### config.mk
export PLATFORM = sky130hd
export DESIGN_NAME = mrx_top
export DESIGN_NICKNAME = d
export VERILOG_FILES = /design/src/hw/mio_pkg.sv /design/src/hw/mrx_io.sv /design/src/hw/mrx_fifo.sv /design/src/hw/mrx_unpack.sv /design/src/hw/mrx_top.sv
export SDC_FILE = /design/constraint.sdc
export NUM_CORES = 1
export LEC_CHECK = 0
export ABC_AREA = 0
export BUFFER_PORTS_ARGS = -buffer_cell sky130_fd_sc_hd__buf_4
export CORE_ASPECT_RATIO = 1.5
export CORE_MARGIN = 2
export CORE_UTILIZATION = 45
export DETAILED_ROUTE_END_ITERATION = 10
export GPL_ROUTABILITY_DRIVEN = 0
export HOLD_SLACK_MARGIN = 0.15
export SYNTH_ARGS = -nofsm -noshare
export SYNTH_HDL_FRONTEND = slang
export SYNTH_SLANG_ARGS = --single-unit
### constraint.sdc
create_clock -name rx_clk -period 9.05 [get_ports rx_clk]
set_clock_uncertainty 0.15 [all_clocks]
set_input_delay 0.905 -clock rx_clk [delete_from_list [all_inputs] [get_ports rx_clk]]
set_output_delay 0.905 -clock rx_clk [all_outputs]
set_load 0.01 [all_outputs]
### src/hw/mio_pkg.sv
/*
 * Shared word format and width codes for the parallel-IO receive path.
 * A frame is one header word followed by hdr.len data words.
 * Header field widths must add up to the 64-bit word.
 * iowidth codes are fixed by the IO side and must not be renumbered.
 */
package mio_pkg;

   // ########################################
   // word geometry
   // ########################################

   localparam int MIO_LANES = 8;           // byte lanes per word

   // header fields, msb first
   localparam int HDR_CMD_W  = 8;          // command
   localparam int HDR_LEN_W  = 8;          // data words after the header
   localparam int HDR_ADDR_W = 48;         // target address

   // ########################################
   // io bus width codes (iowidth port)
   // ########################################

   localparam logic [1:0] IOW_8  = 2'd0;   // one lane per beat
   localparam logic [1:0] IOW_16 = 2'd1;   // two lanes per beat
   localparam logic [1:0] IOW_32 = 2'd2;   // four lanes
   localparam logic [1:0] IOW_64 = 2'd3;   // whole word per beat

   // ########################################
   // word type
   // ########################################

   // same 64 bits, decoded as header or as raw data
   // depending on where the word sits in the frame
   typedef union packed {
      logic [MIO_LANES*8-1:0] data_word;   // raw view, lane 0 in bits 7:0
      struct packed {
         logic [HDR_CMD_W-1:0]  cmd;       // bits 63:56
         logic [HDR_LEN_W-1:0]  len;       // bits 55:48
         logic [HDR_ADDR_W-1:0] addr;      // bits 47:0
      } hdr;                               // header view, first word only
   } mio_word_u;

   // first beat of a frame lands in lane 0
   // later beats move upward lane by lane

endpackage

### src/hw/mrx_io.sv
/*
 * SDR capture of the IO bus and packing of beats into 64-bit words.
 * iowidth must not select a bus wider than IOW and must stay constant
 * while a frame is active or still being packed.
 * Frames need at least one idle cycle of rx_access between them.
 * No flow control toward the IO side. Words are pushed unconditionally.
 */
`timescale 1ns/1ns

module mrx_io #(
   parameter int IOW = 64                          // physical io bus width
) (
   input  logic                          rx_clk,
   input  logic                          io_nreset,
   input  logic [1:0]                    iowidth,  // run time bus width code
   input  logic                          rx_access,
   input  logic [IOW-1:0]                rx_packet,
   output logic                          io_access, // push strobe to fifo
   output logic [mio_pkg::MIO_LANES-1:0] io_valid,  // running lane mask
   output logic [63:0]                   io_packet,
   output logic                          io_last    // word closes the frame
);
   import mio_pkg::*;

   logic [IOW-1:0]       sdr_data;        // captured beat
   logic                 io_frame;        // rx_access, one cycle late
   logic [63:0]          beat;            // beat widened to a word
   logic [63:0]          mux_data;        // beat copied into every lane group
   logic [MIO_LANES-1:0] valid_input;     // lanes of the first beat
   logic [MIO_LANES-1:0] valid_next;      // mask after one more beat
   logic [MIO_LANES-1:0] data_select;     // lanes written this cycle
   logic                 reload;
   logic                 transfer_active;
   logic                 transfer_done;
   logic [63:0]          shiftreg;

   // ########################################
   // capture
   // ########################################

   always_ff @(posedge rx_clk) begin
      if (rx_access) begin
         sdr_data <= rx_packet;
      end
   end

   always_ff @(posedge rx_clk or negedge io_nreset) begin
      if (!io_nreset) begin
         io_frame <= 1'b0;
      end else begin
         io_frame <= rx_access;
      end
   end

   // upper bits zero when IOW < 64
   always_comb begin
      beat = '0;
      beat[IOW-1:0] = sdr_data;
   end

   // replicate so any lane group can pick up the beat
   always_comb begin
      case (iowidth)
         IOW_8:   mux_data = {8{beat[7:0]}};
         IOW_16:  mux_data = {4{beat[15:0]}};
         IOW_32:  mux_data = {2{beat[31:0]}};
         default: mux_data = beat;
      endcase
   end

   // ########################################
   // lane tracking
   // ########################################

   always_comb begin
      case (iowidth)
         IOW_8: begin
            valid_input = 8'h01;
            valid_next  = {io_valid[6:0], 1'b1};
         end
         IOW_16: begin
            valid_input = 8'h03;
            valid_next  = {io_valid[5:0], 2'b11};
         end
         IOW_32: begin
            valid_input = 8'h0f;
            valid_next  = {io_valid[3:0], 4'hf};
         end
         default: begin
            valid_input = 8'hff;          // one beat fills the word
            valid_next  = 8'hff;
         end
      endcase
   end

   assign transfer_active = |io_valid;
   assign transfer_done   = &io_valid;

   // start over at a new frame or once the word is full
   assign reload = io_frame & (transfer_done | ~transfer_active);

   always_ff @(posedge rx_clk or negedge io_nreset) begin
      if (!io_nreset) begin
         io_valid <= '0;
      end else if (reload) begin
         io_valid <= valid_input;
      end else if (io_frame) begin
         io_valid <= valid_next;
      end else begin
         io_valid <= '0;                  // idle, or partial word just pushed
      end
   end

   // ########################################
   // packer
   // ########################################

   // only the lanes that this beat adds
   assign data_select = reload   ? valid_input :
                        io_frame ? (valid_next & ~io_valid) :
                                   '0;

   always_ff @(posedge rx_clk) begin
      for (int i = 0; i < MIO_LANES; i++) begin
         if (data_select[i]) begin
            shiftreg[i*8 +: 8] <= mux_data[i*8 +: 8];
         end
      end
   end

   assign io_packet = shiftreg;

   // full word, or leftover lanes once the frame has dropped
   assign io_access = transfer_done | (~io_frame & transfer_active);
   assign io_last   = ~io_frame & transfer_active;

   // width code may not move under a frame in progress
   a_iowidth_stable: assert property (
      @(posedge rx_clk) disable iff (!io_nreset)
      (io_frame || (|io_valid)) |-> $stable(iowidth)
   ) else $error("iowidth changed during a frame");

endmodule

### src/hw/mrx_fifo.sv
/*
 * Single-clock word FIFO between packer and unpacker.
 * FIFO_DEPTH must be a power of two and at least 2.
 * A push into a full FIFO is lost and latches overflow until reset.
 * The head entry is valid whenever empty is low.
 */
`timescale 1ns/1ns

module mrx_fifo #(
   parameter int FIFO_DEPTH = 8                      // entries, power of two
) (
   input  logic                          rx_clk,
   input  logic                          io_nreset,
   input  logic                          push,
   input  mio_pkg::mio_word_u            push_word,
   input  logic [mio_pkg::MIO_LANES-1:0] push_valid,
   input  logic                          push_last,
   input  logic                          pop,
   output mio_pkg::mio_word_u            rd_word,    // head entry
   output logic [mio_pkg::MIO_LANES-1:0] rd_valid,
   output logic                          rd_last,
   output logic                          empty,
   output logic                          full,
   output logic                          overflow    // sticky
);
   import mio_pkg::*;

   localparam int AW = $clog2(FIFO_DEPTH);

   mio_word_u            mem_word  [FIFO_DEPTH];
   logic [MIO_LANES-1:0] mem_valid [FIFO_DEPTH];
   logic                 mem_last  [FIFO_DEPTH];
   logic [AW:0]          wr_ptr;    // extra msb tells full from empty
   logic [AW:0]          rd_ptr;
   logic                 wr_en;

   // ########################################
   // status
   // ########################################

   assign empty = (wr_ptr == rd_ptr);
   assign full  = (wr_ptr[AW] != rd_ptr[AW]) &&
                  (wr_ptr[AW-1:0] == rd_ptr[AW-1:0]);   // one lap ahead

   assign wr_en = push & ~full;          // drop when full

   // ########################################
   // storage
   // ########################################

   always_ff @(posedge rx_clk) begin
      if (wr_en) begin
         mem_word[wr_ptr[AW-1:0]]  <= push_word;
         mem_valid[wr_ptr[AW-1:0]] <= push_valid;
         mem_last[wr_ptr[AW-1:0]]  <= push_last;
      end
   end

   // head is read straight from the array
   assign rd_word  = mem_word[rd_ptr[AW-1:0]];
   assign rd_valid = mem_valid[rd_ptr[AW-1:0]];
   assign rd_last  = mem_last[rd_ptr[AW-1:0]];

   // ########################################
   // pointers and overflow
   // ########################################

   always_ff @(posedge rx_clk or negedge io_nreset) begin
      if (!io_nreset) begin
         wr_ptr   <= '0;
         rd_ptr   <= '0;
         overflow <= 1'b0;
      end else begin
         if (wr_en) begin
            wr_ptr <= wr_ptr + 1'b1;
         end
         if (pop) begin
            rd_ptr <= rd_ptr + 1'b1;      // caller guarantees not empty
         end
         if (push && full) begin
            overflow <= 1'b1;             // held until reset
         end
      end
   end

   // consumer must look at empty before popping
   a_no_pop_empty: assert property (
      @(posedge rx_clk) disable iff (!io_nreset)
      pop |-> !empty
   ) else $error("pop while fifo empty");

endmodule

### src/hw/mrx_unpack.sv
/*
 * Drains the word FIFO and splits frames into header and data.
 * The first word after reset or after a last word is taken as a header.
 * Pops happen whenever a word is present and core_wait is low.
 * Outputs are registered, each strobe lasts one cycle.
 */
`timescale 1ns/1ns

module mrx_unpack (
   input  logic                           rx_clk,
   input  logic                           io_nreset,
   input  logic                           empty,
   input  mio_pkg::mio_word_u             rd_word,
   input  logic [mio_pkg::MIO_LANES-1:0]  rd_valid,
   input  logic                           rd_last,
   input  logic                           core_wait,   // stall level from core
   output logic                           pop,
   output logic                           hdr_strobe,
   output logic [mio_pkg::HDR_CMD_W-1:0]  hdr_cmd,
   output logic [mio_pkg::HDR_LEN_W-1:0]  hdr_len,
   output logic [mio_pkg::HDR_ADDR_W-1:0] hdr_addr,
   output logic                           data_strobe,
   output logic [63:0]                    data,
   output logic [mio_pkg::MIO_LANES-1:0]  data_be,     // filled lanes only
   output logic                           frame_end    // with last data word
);

   logic in_frame;     // high once a header has been taken
   logic hdr_pop;
   logic data_pop;

   // ########################################
   // pop and decode select
   // ########################################

   assign pop      = ~empty & ~core_wait;
   assign hdr_pop  = pop & ~in_frame;
   assign data_pop = pop & in_frame;

   // ########################################
   // control
   // ########################################

   always_ff @(posedge rx_clk or negedge io_nreset) begin
      if (!io_nreset) begin
         in_frame    <= 1'b0;
         hdr_strobe  <= 1'b0;
         data_strobe <= 1'b0;
         frame_end   <= 1'b0;
      end else begin
         hdr_strobe  <= hdr_pop;
         data_strobe <= data_pop;
         frame_end   <= data_pop & rd_last;
         if (pop) begin
            // a last word closes the frame, header-only frames included
            in_frame <= ~rd_last;
         end
      end
   end

   // ########################################
   // payload
   // ########################################

   always_ff @(posedge rx_clk) begin
      if (hdr_pop) begin
         hdr_cmd  <= rd_word.hdr.cmd;      // header view of the union
         hdr_len  <= rd_word.hdr.len;
         hdr_addr <= rd_word.hdr.addr;
      end
      if (data_pop) begin
         data    <= rd_word.data_word;     // raw view
         data_be <= rd_valid;
      end
   end

   // one word per pop, so one kind of strobe per cycle
   a_strobe_onehot: assert property (
      @(posedge rx_clk) disable iff (!io_nreset)
      !(hdr_strobe && data_strobe)
   ) else $error("header and data strobes together");

endmodule

### src/hw/mrx_top.sv
/*
 * Receive side of the parallel-IO link, single rx_clk domain.
 * IOW sets the physical bus, iowidth picks the active part at run time.
 * overflow flags lost words and is cleared only by reset.
 */
`timescale 1ns/1ns

module mrx_top #(
   parameter int IOW        = 64,        // io bus width
   parameter int FIFO_DEPTH = 8          // words buffered, power of two
) (
   input  logic                           rx_clk,
   input  logic                           io_nreset,
   input  logic [1:0]                     iowidth,
   input  logic                           rx_access,
   input  logic [IOW-1:0]                 rx_packet,
   input  logic                           core_wait,
   output logic                           hdr_strobe,
   output logic [mio_pkg::HDR_CMD_W-1:0]  hdr_cmd,
   output logic [mio_pkg::HDR_LEN_W-1:0]  hdr_len,
   output logic [mio_pkg::HDR_ADDR_W-1:0] hdr_addr,
   output logic                           data_strobe,
   output logic [63:0]                    data,
   output logic [mio_pkg::MIO_LANES-1:0]  data_be,
   output logic                           frame_end,
   output logic                           overflow
);
   import mio_pkg::*;

   // packer to fifo
   logic                 io_access;
   logic [MIO_LANES-1:0] io_valid;
   logic [63:0]          io_packet;
   logic                 io_last;

   // fifo to unpacker
   mio_word_u            rd_word;
   logic [MIO_LANES-1:0] rd_valid;
   logic                 rd_last;
   logic                 empty;
   logic                 pop;

   // ########################################
   // datapath
   // ########################################

   mrx_io #(.IOW(IOW)) mrx_io_i (
      .rx_clk    (rx_clk),
      .io_nreset (io_nreset),
      .iowidth   (iowidth),
      .rx_access (rx_access),
      .rx_packet (rx_packet),
      .io_access (io_access),
      .io_valid  (io_valid),
      .io_packet (io_packet),
      .io_last   (io_last)
   );

   mrx_fifo #(.FIFO_DEPTH(FIFO_DEPTH)) mrx_fifo_i (
      .rx_clk     (rx_clk),
      .io_nreset  (io_nreset),
      .push       (io_access),
      .push_word  (io_packet),
      .push_valid (io_valid),
      .push_last  (io_last),
      .pop        (pop),
      .rd_word    (rd_word),
      .rd_valid   (rd_valid),
      .rd_last    (rd_last),
      .empty      (empty),
      .full       (),               // only needed inside the fifo
      .overflow   (overflow)
   );

   mrx_unpack mrx_unpack_i (
      .rx_clk      (rx_clk),
      .io_nreset   (io_nreset),
      .empty       (empty),
      .rd_word     (rd_word),
      .rd_valid    (rd_valid),
      .rd_last     (rd_last),
      .core_wait   (core_wait),
      .pop         (pop),
      .hdr_strobe  (hdr_strobe),
      .hdr_cmd     (hdr_cmd),
      .hdr_len     (hdr_len),
      .hdr_addr    (hdr_addr),
      .data_strobe (data_strobe),
      .data        (data),
      .data_be     (data_be),
      .frame_end   (frame_end)
   );

endmodule

==> impl_summary.txt <==
----------------------------------------------------
[Drt]
  First-pass iteration count of the detailed router ... 9
  Antenna-violating nets left ... 0
  Post-detailed-route wirelength per cell ... around 27 µm
  Iteration-0 DRC Markers ... 1442
  Residual DRC ... 15
  Via Count ... ~15000
  Final routed wirelength across all metal layers ... 69.4 mm
  Vias/cell ... 5.61

[Logic synthesis]
  Number of synthesized register bits ... 870
  Synth Net Count ... 1456
  Commonest register cell after synthesis ... edfxtp_1
  Number of standard cells after synthesis ... 1379
  Netlist Area Pre-Place ... 31900 µm²
  Post-Syn Area per Cell ... between 20 and 25 µm²
  Cell variety after synth ... 42
  Warning count from the yosys run ... 0
  EDFF count, synth ... 848
  Share of synthesized registers carrying an async set or reset ... 0.0253
  Fraction of the yosys area taken by sequential cells ... 0.814

[Critical path]
  FF-to-FF setup slack ... 5.03 ns
  Setup crit end kind ... flop
  Dominant cell type by count on the critical path ... buf_4
  Critical Path Max Stage Delay ... 0.96 ns
  Type of the worst setup path ... flop to flop
  Crit path arrival time ... 4.14 ns
  Max Fanout on Critical Path ... 43
  Standard cell with the maximum stage delay on the critical path ... dfrtp_4
  Reg2reg end ... mrx_fifo_i.mem_word[6][37]
  Reg-to-reg startpoint ... mrx_fifo_i.rd_ptr[2]
  Worst endpoint required time ... 9.17 ns
  Crit-path cells ... xnor2_1, nand4b_1, o211ai_1, nor2_4, buf_4, buf_4
  Count of cells along the worst register-to-register path ... 6
  Worst Setup Start Kind ... flop

[Timing]
  Final Hold Vio Count ... 0
  Max frequency ... approximately 0.25 GHz
  Number of setup violations in the final report ... 0
  Period Utilization, post-route ... 0.444
  Worst-case setup margin in the final layout ... between 5 and 6 ns
  RSZ-0062 raised after global routing ... false
  Post-Route Setup TNS ... 0 ns
  Tmin final ... 4.02 ns
  Relative slew margins ... 0.174
  Fin. max-slew vios ... 0
  Least-Margin Pin Slew ... 1.23 ns

[Floorplanning]
  # IOs ... 210
  Die boundary width ... 222 µm
  Row cnt ... 119
  Die span in y ... 330 µm
  Initial core utilization ... 0.454
  Area inside the core boundary ... 70300 µm²
  Die Footprint ... 73200 µm²

[Placed design]
  Estimated wirelength of the detail-placed design ... 41.3 mm
  Placed Instance Area ... 34500 µm²
  Number of port buffers ... ~210
  Post-placement worst setup slack ... a little under 5 ns
  Total placed cells including tap cells ... 2452

[GRT]
  Global-route wire length before repair ... between 100 and 150 mm
  Global route total overflow ... 0
  Antenna violations before repair ... 1
  Maximum number of pins on one net before global-route repair ... 114
  Number of global-route vias before repair ... 15100
  Total track usage ... 0.193

[Layout]
  Final non-filler cell area ... 37100 µm²
  Number of antenna cells inserted ... 0
  Non-filler cells in the finished layout ... between 2000 and 3000
  Area Overhead vs Synth ... 16.3%
  Fraction of layout cells with a size suffix above 1 ... 0.353
  Fin nets ... 1704

[Clock tree]
  Post CTS Setup Buffer Count ... 0
  # H-tree levels ... 3
  Clock buffers created by TritonCTS ... 79
  Clk Latency, worst-skew pair ... roughly 0.66 ns
  Maximum count of clock buffers along a single path ... 3
  Sink count of the clock tree ... 870
  CTS clock-pin slew for the worst setup and hold paths ... 0.07 ns
  Clock tree from TritonCTS ... done
  Buffer type at the clock tree root ... clkbuf_16

[Power]
  Overall Power ... 12.0 mW
  Power density over the cells ... 323 nW/µm²
  LEAKAGE ... between 10 and 15 nW
  Worst IR drop on VDD ... 0.205 mV

[Worst hold path]
  Path type of the worst min-delay path ... input pin to flop
  Worst min-delay path endpoint ... mrx_io_i.beat[30]
  Cell depth of the worst min-delay path ... 1
  Worst Min Path Start ... rx_packet[30]

[Flow run]
  Count of maximum capacitance violations ... 0

[Status]
  Result of the run ... complete, but fails checks
  Failing checks ... DRC

----------------------------------------------------
[power by group]
part / switching [mW] / leakage (nW) / internal [mW] / total (mW)
sequential: 0.398 / 8.08 / 5.43 / 5.83
clock: 1.46 / 1.27 / 1.90 / 3.36
combinational: 1.47 / 3.02 / 1.35 / 2.82
[sequential cells by signal (all words and copies together) (netlist names), 4 cells and up]
register               flops
mrx_io_i.io_packet        64
mrx_io_i.beat             64
mrx_unpack_i.data_be       8
mrx_fifo_i.mem_valid      64
mrx_unpack_i.hdr_cmd       8
mrx_io_i.io_valid          8
mrx_fifo_i.mem_word      512
mrx_unpack_i.hdr_addr     48
mrx_fifo_i.rd_ptr          4
mrx_unpack_i.data         64
mrx_unpack_i.hdr_len       8
mrx_fifo_i.mem_last        8
mrx_fifo_i.wr_ptr          4
[layer usage]
metal / up-vias / wire (µm) / global-route usage
li1: 6232 / - / -
met3: 102 / 3900 / 0.0318
met5: - / 0 / 0
met2: 514 / 35700 / 0.334
met1: 7734 / 28300 / 0.252
met4: 0 / 1510 / 0.0596
[worst max path at each step]
stage | startpoint | end | slack (ns) | depth (start not counted)
after floorplan | mrx_io_i.io_valid[0] | mrx_fifo_i.mem_last[0] | 0.18 | 4
after global placement | mrx_fifo_i.rd_ptr[0] | mrx_fifo_i.mem_word[6][14] | 5.00 | 6
after detailed placement | mrx_fifo_i.rd_ptr[0] | mrx_fifo_i.mem_word[6][14] | 4.92 | 6
after CTS | mrx_fifo_i.rd_ptr[0] | mrx_fifo_i.mem_valid[6][3] | 4.91 | 6
after global routing | mrx_fifo_i.rd_ptr[0] | mrx_fifo_i.mem_word[6][37] | 4.68 | 6
final | mrx_fifo_i.rd_ptr[2] | mrx_fifo_i.mem_word[6][37] | 5.03 | 6
[layout by cell type (no fill, tap or decap), types with 5 or more instances in the layout]
master	synthesis	layout
a221o_1	5	5
clkinv_2	0	13
inv_1	10	9
mux2_2	74	74
clkbuf_16	0	80
or2_2	9	9
edfxtp_1	848	848
a222oi_1	10	10
mux4_2	146	146
clkinv_1	0	12
dfrtp_1	22	19
ha_1	7	6
bufinv_16	0	8
nand2_1	58	58
nor2_1	13	11
a22oi_1	8	8
xnor2_1	9	9
o211ai_1	15	15
buf_4	0	233
nor3_1	13	9
clkbuf_1	32	14
a22o_1	16	16
o21a_1	8	8
[logic make-up (layout without fill, tap and decap cells)]
group / count (synthesis) / after routing / share of synthesized area
XOR/XNOR: 10 / 10 / 0.00274
adder cells (fa/ha/maj): 7 / 7 / 0.00274
flip-flops: 870 / 870 / 0.814
multiplexers: 222 / 222 / 0.130
AND/OR/NAND/NOR: 108 / 108 / 0.0152
buffers and inverters: 78 / 389 / 0.0131
AO/OA/AOI/OAI: 84 / 84 / 0.0221
[stage by stage]
| step | util | hold slack, ns |
|---|---|---|
| after floorplan | - | 0.315 |
| after CTS | 0.528 | 0.251 |
| after detailed placement | 0.491 | 0.338 |
| after global routing | 0.528 | 0.270 |
| final | 0.528 | 0.286 |
| after global placement | 0.491 | 0.333 |
[synth_stat cells, types with 4 or more instances]
cell      number  share of area
edfxtp_1     848           0.80
mux4_2       146           0.10
mux2_2        74          0.026
nand2_1       58         0.0068
clkbuf_1      32         0.0038
dfrtp_1       22          0.017
a22o_1        16         0.0044
buf_2         16         0.0025
o211ai_1      15         0.0035
buf_6         14         0.0049
nor2_1        13         0.0015
nor3_1        13         0.0020
a222oi_1      10         0.0031
inv_1         10         0.0012
or2_2          9         0.0018
xnor2_1        9         0.0025
a22oi_1        8         0.0019
o21a_1         8         0.0019
ha_1           7         0.0027
buf_1          6        0.00071
a221o_1        5         0.0016
a21o_1         4        0.00094
o211a_1        4         0.0013
[what timing repair did]
action	in CTS	in global routing
hold buffers	1	0
resized for setup	0	0
hold endpoints to repair	22	0
[worst max-delay path: cells and delay by family (launching register included)]
family | cells | cell delay, ns
compound gates | 1 | 0.32
xor+xnor | 1 | 0.20
buf+inv | 2 | 1.09
flops | 1 | 0.96
simple gates | 2 | 0.90
[layout make-up]
| type | instances | area (µm²) |
|---|---|---|
| clock buffer | 97 | 2100 |
| clock inverter | 47 | 504 |
| fill | 5401 | 33100 |
| inverter | 10 | 37.5 |
| multi-input combinational | 431 | 5560 |
| sequential | 870 | 26000 |
| tap | 907 | 1130 |
| timing repair buffer | 235 | 1780 |
Note: power is estimated with default switching activity, not from simulation.
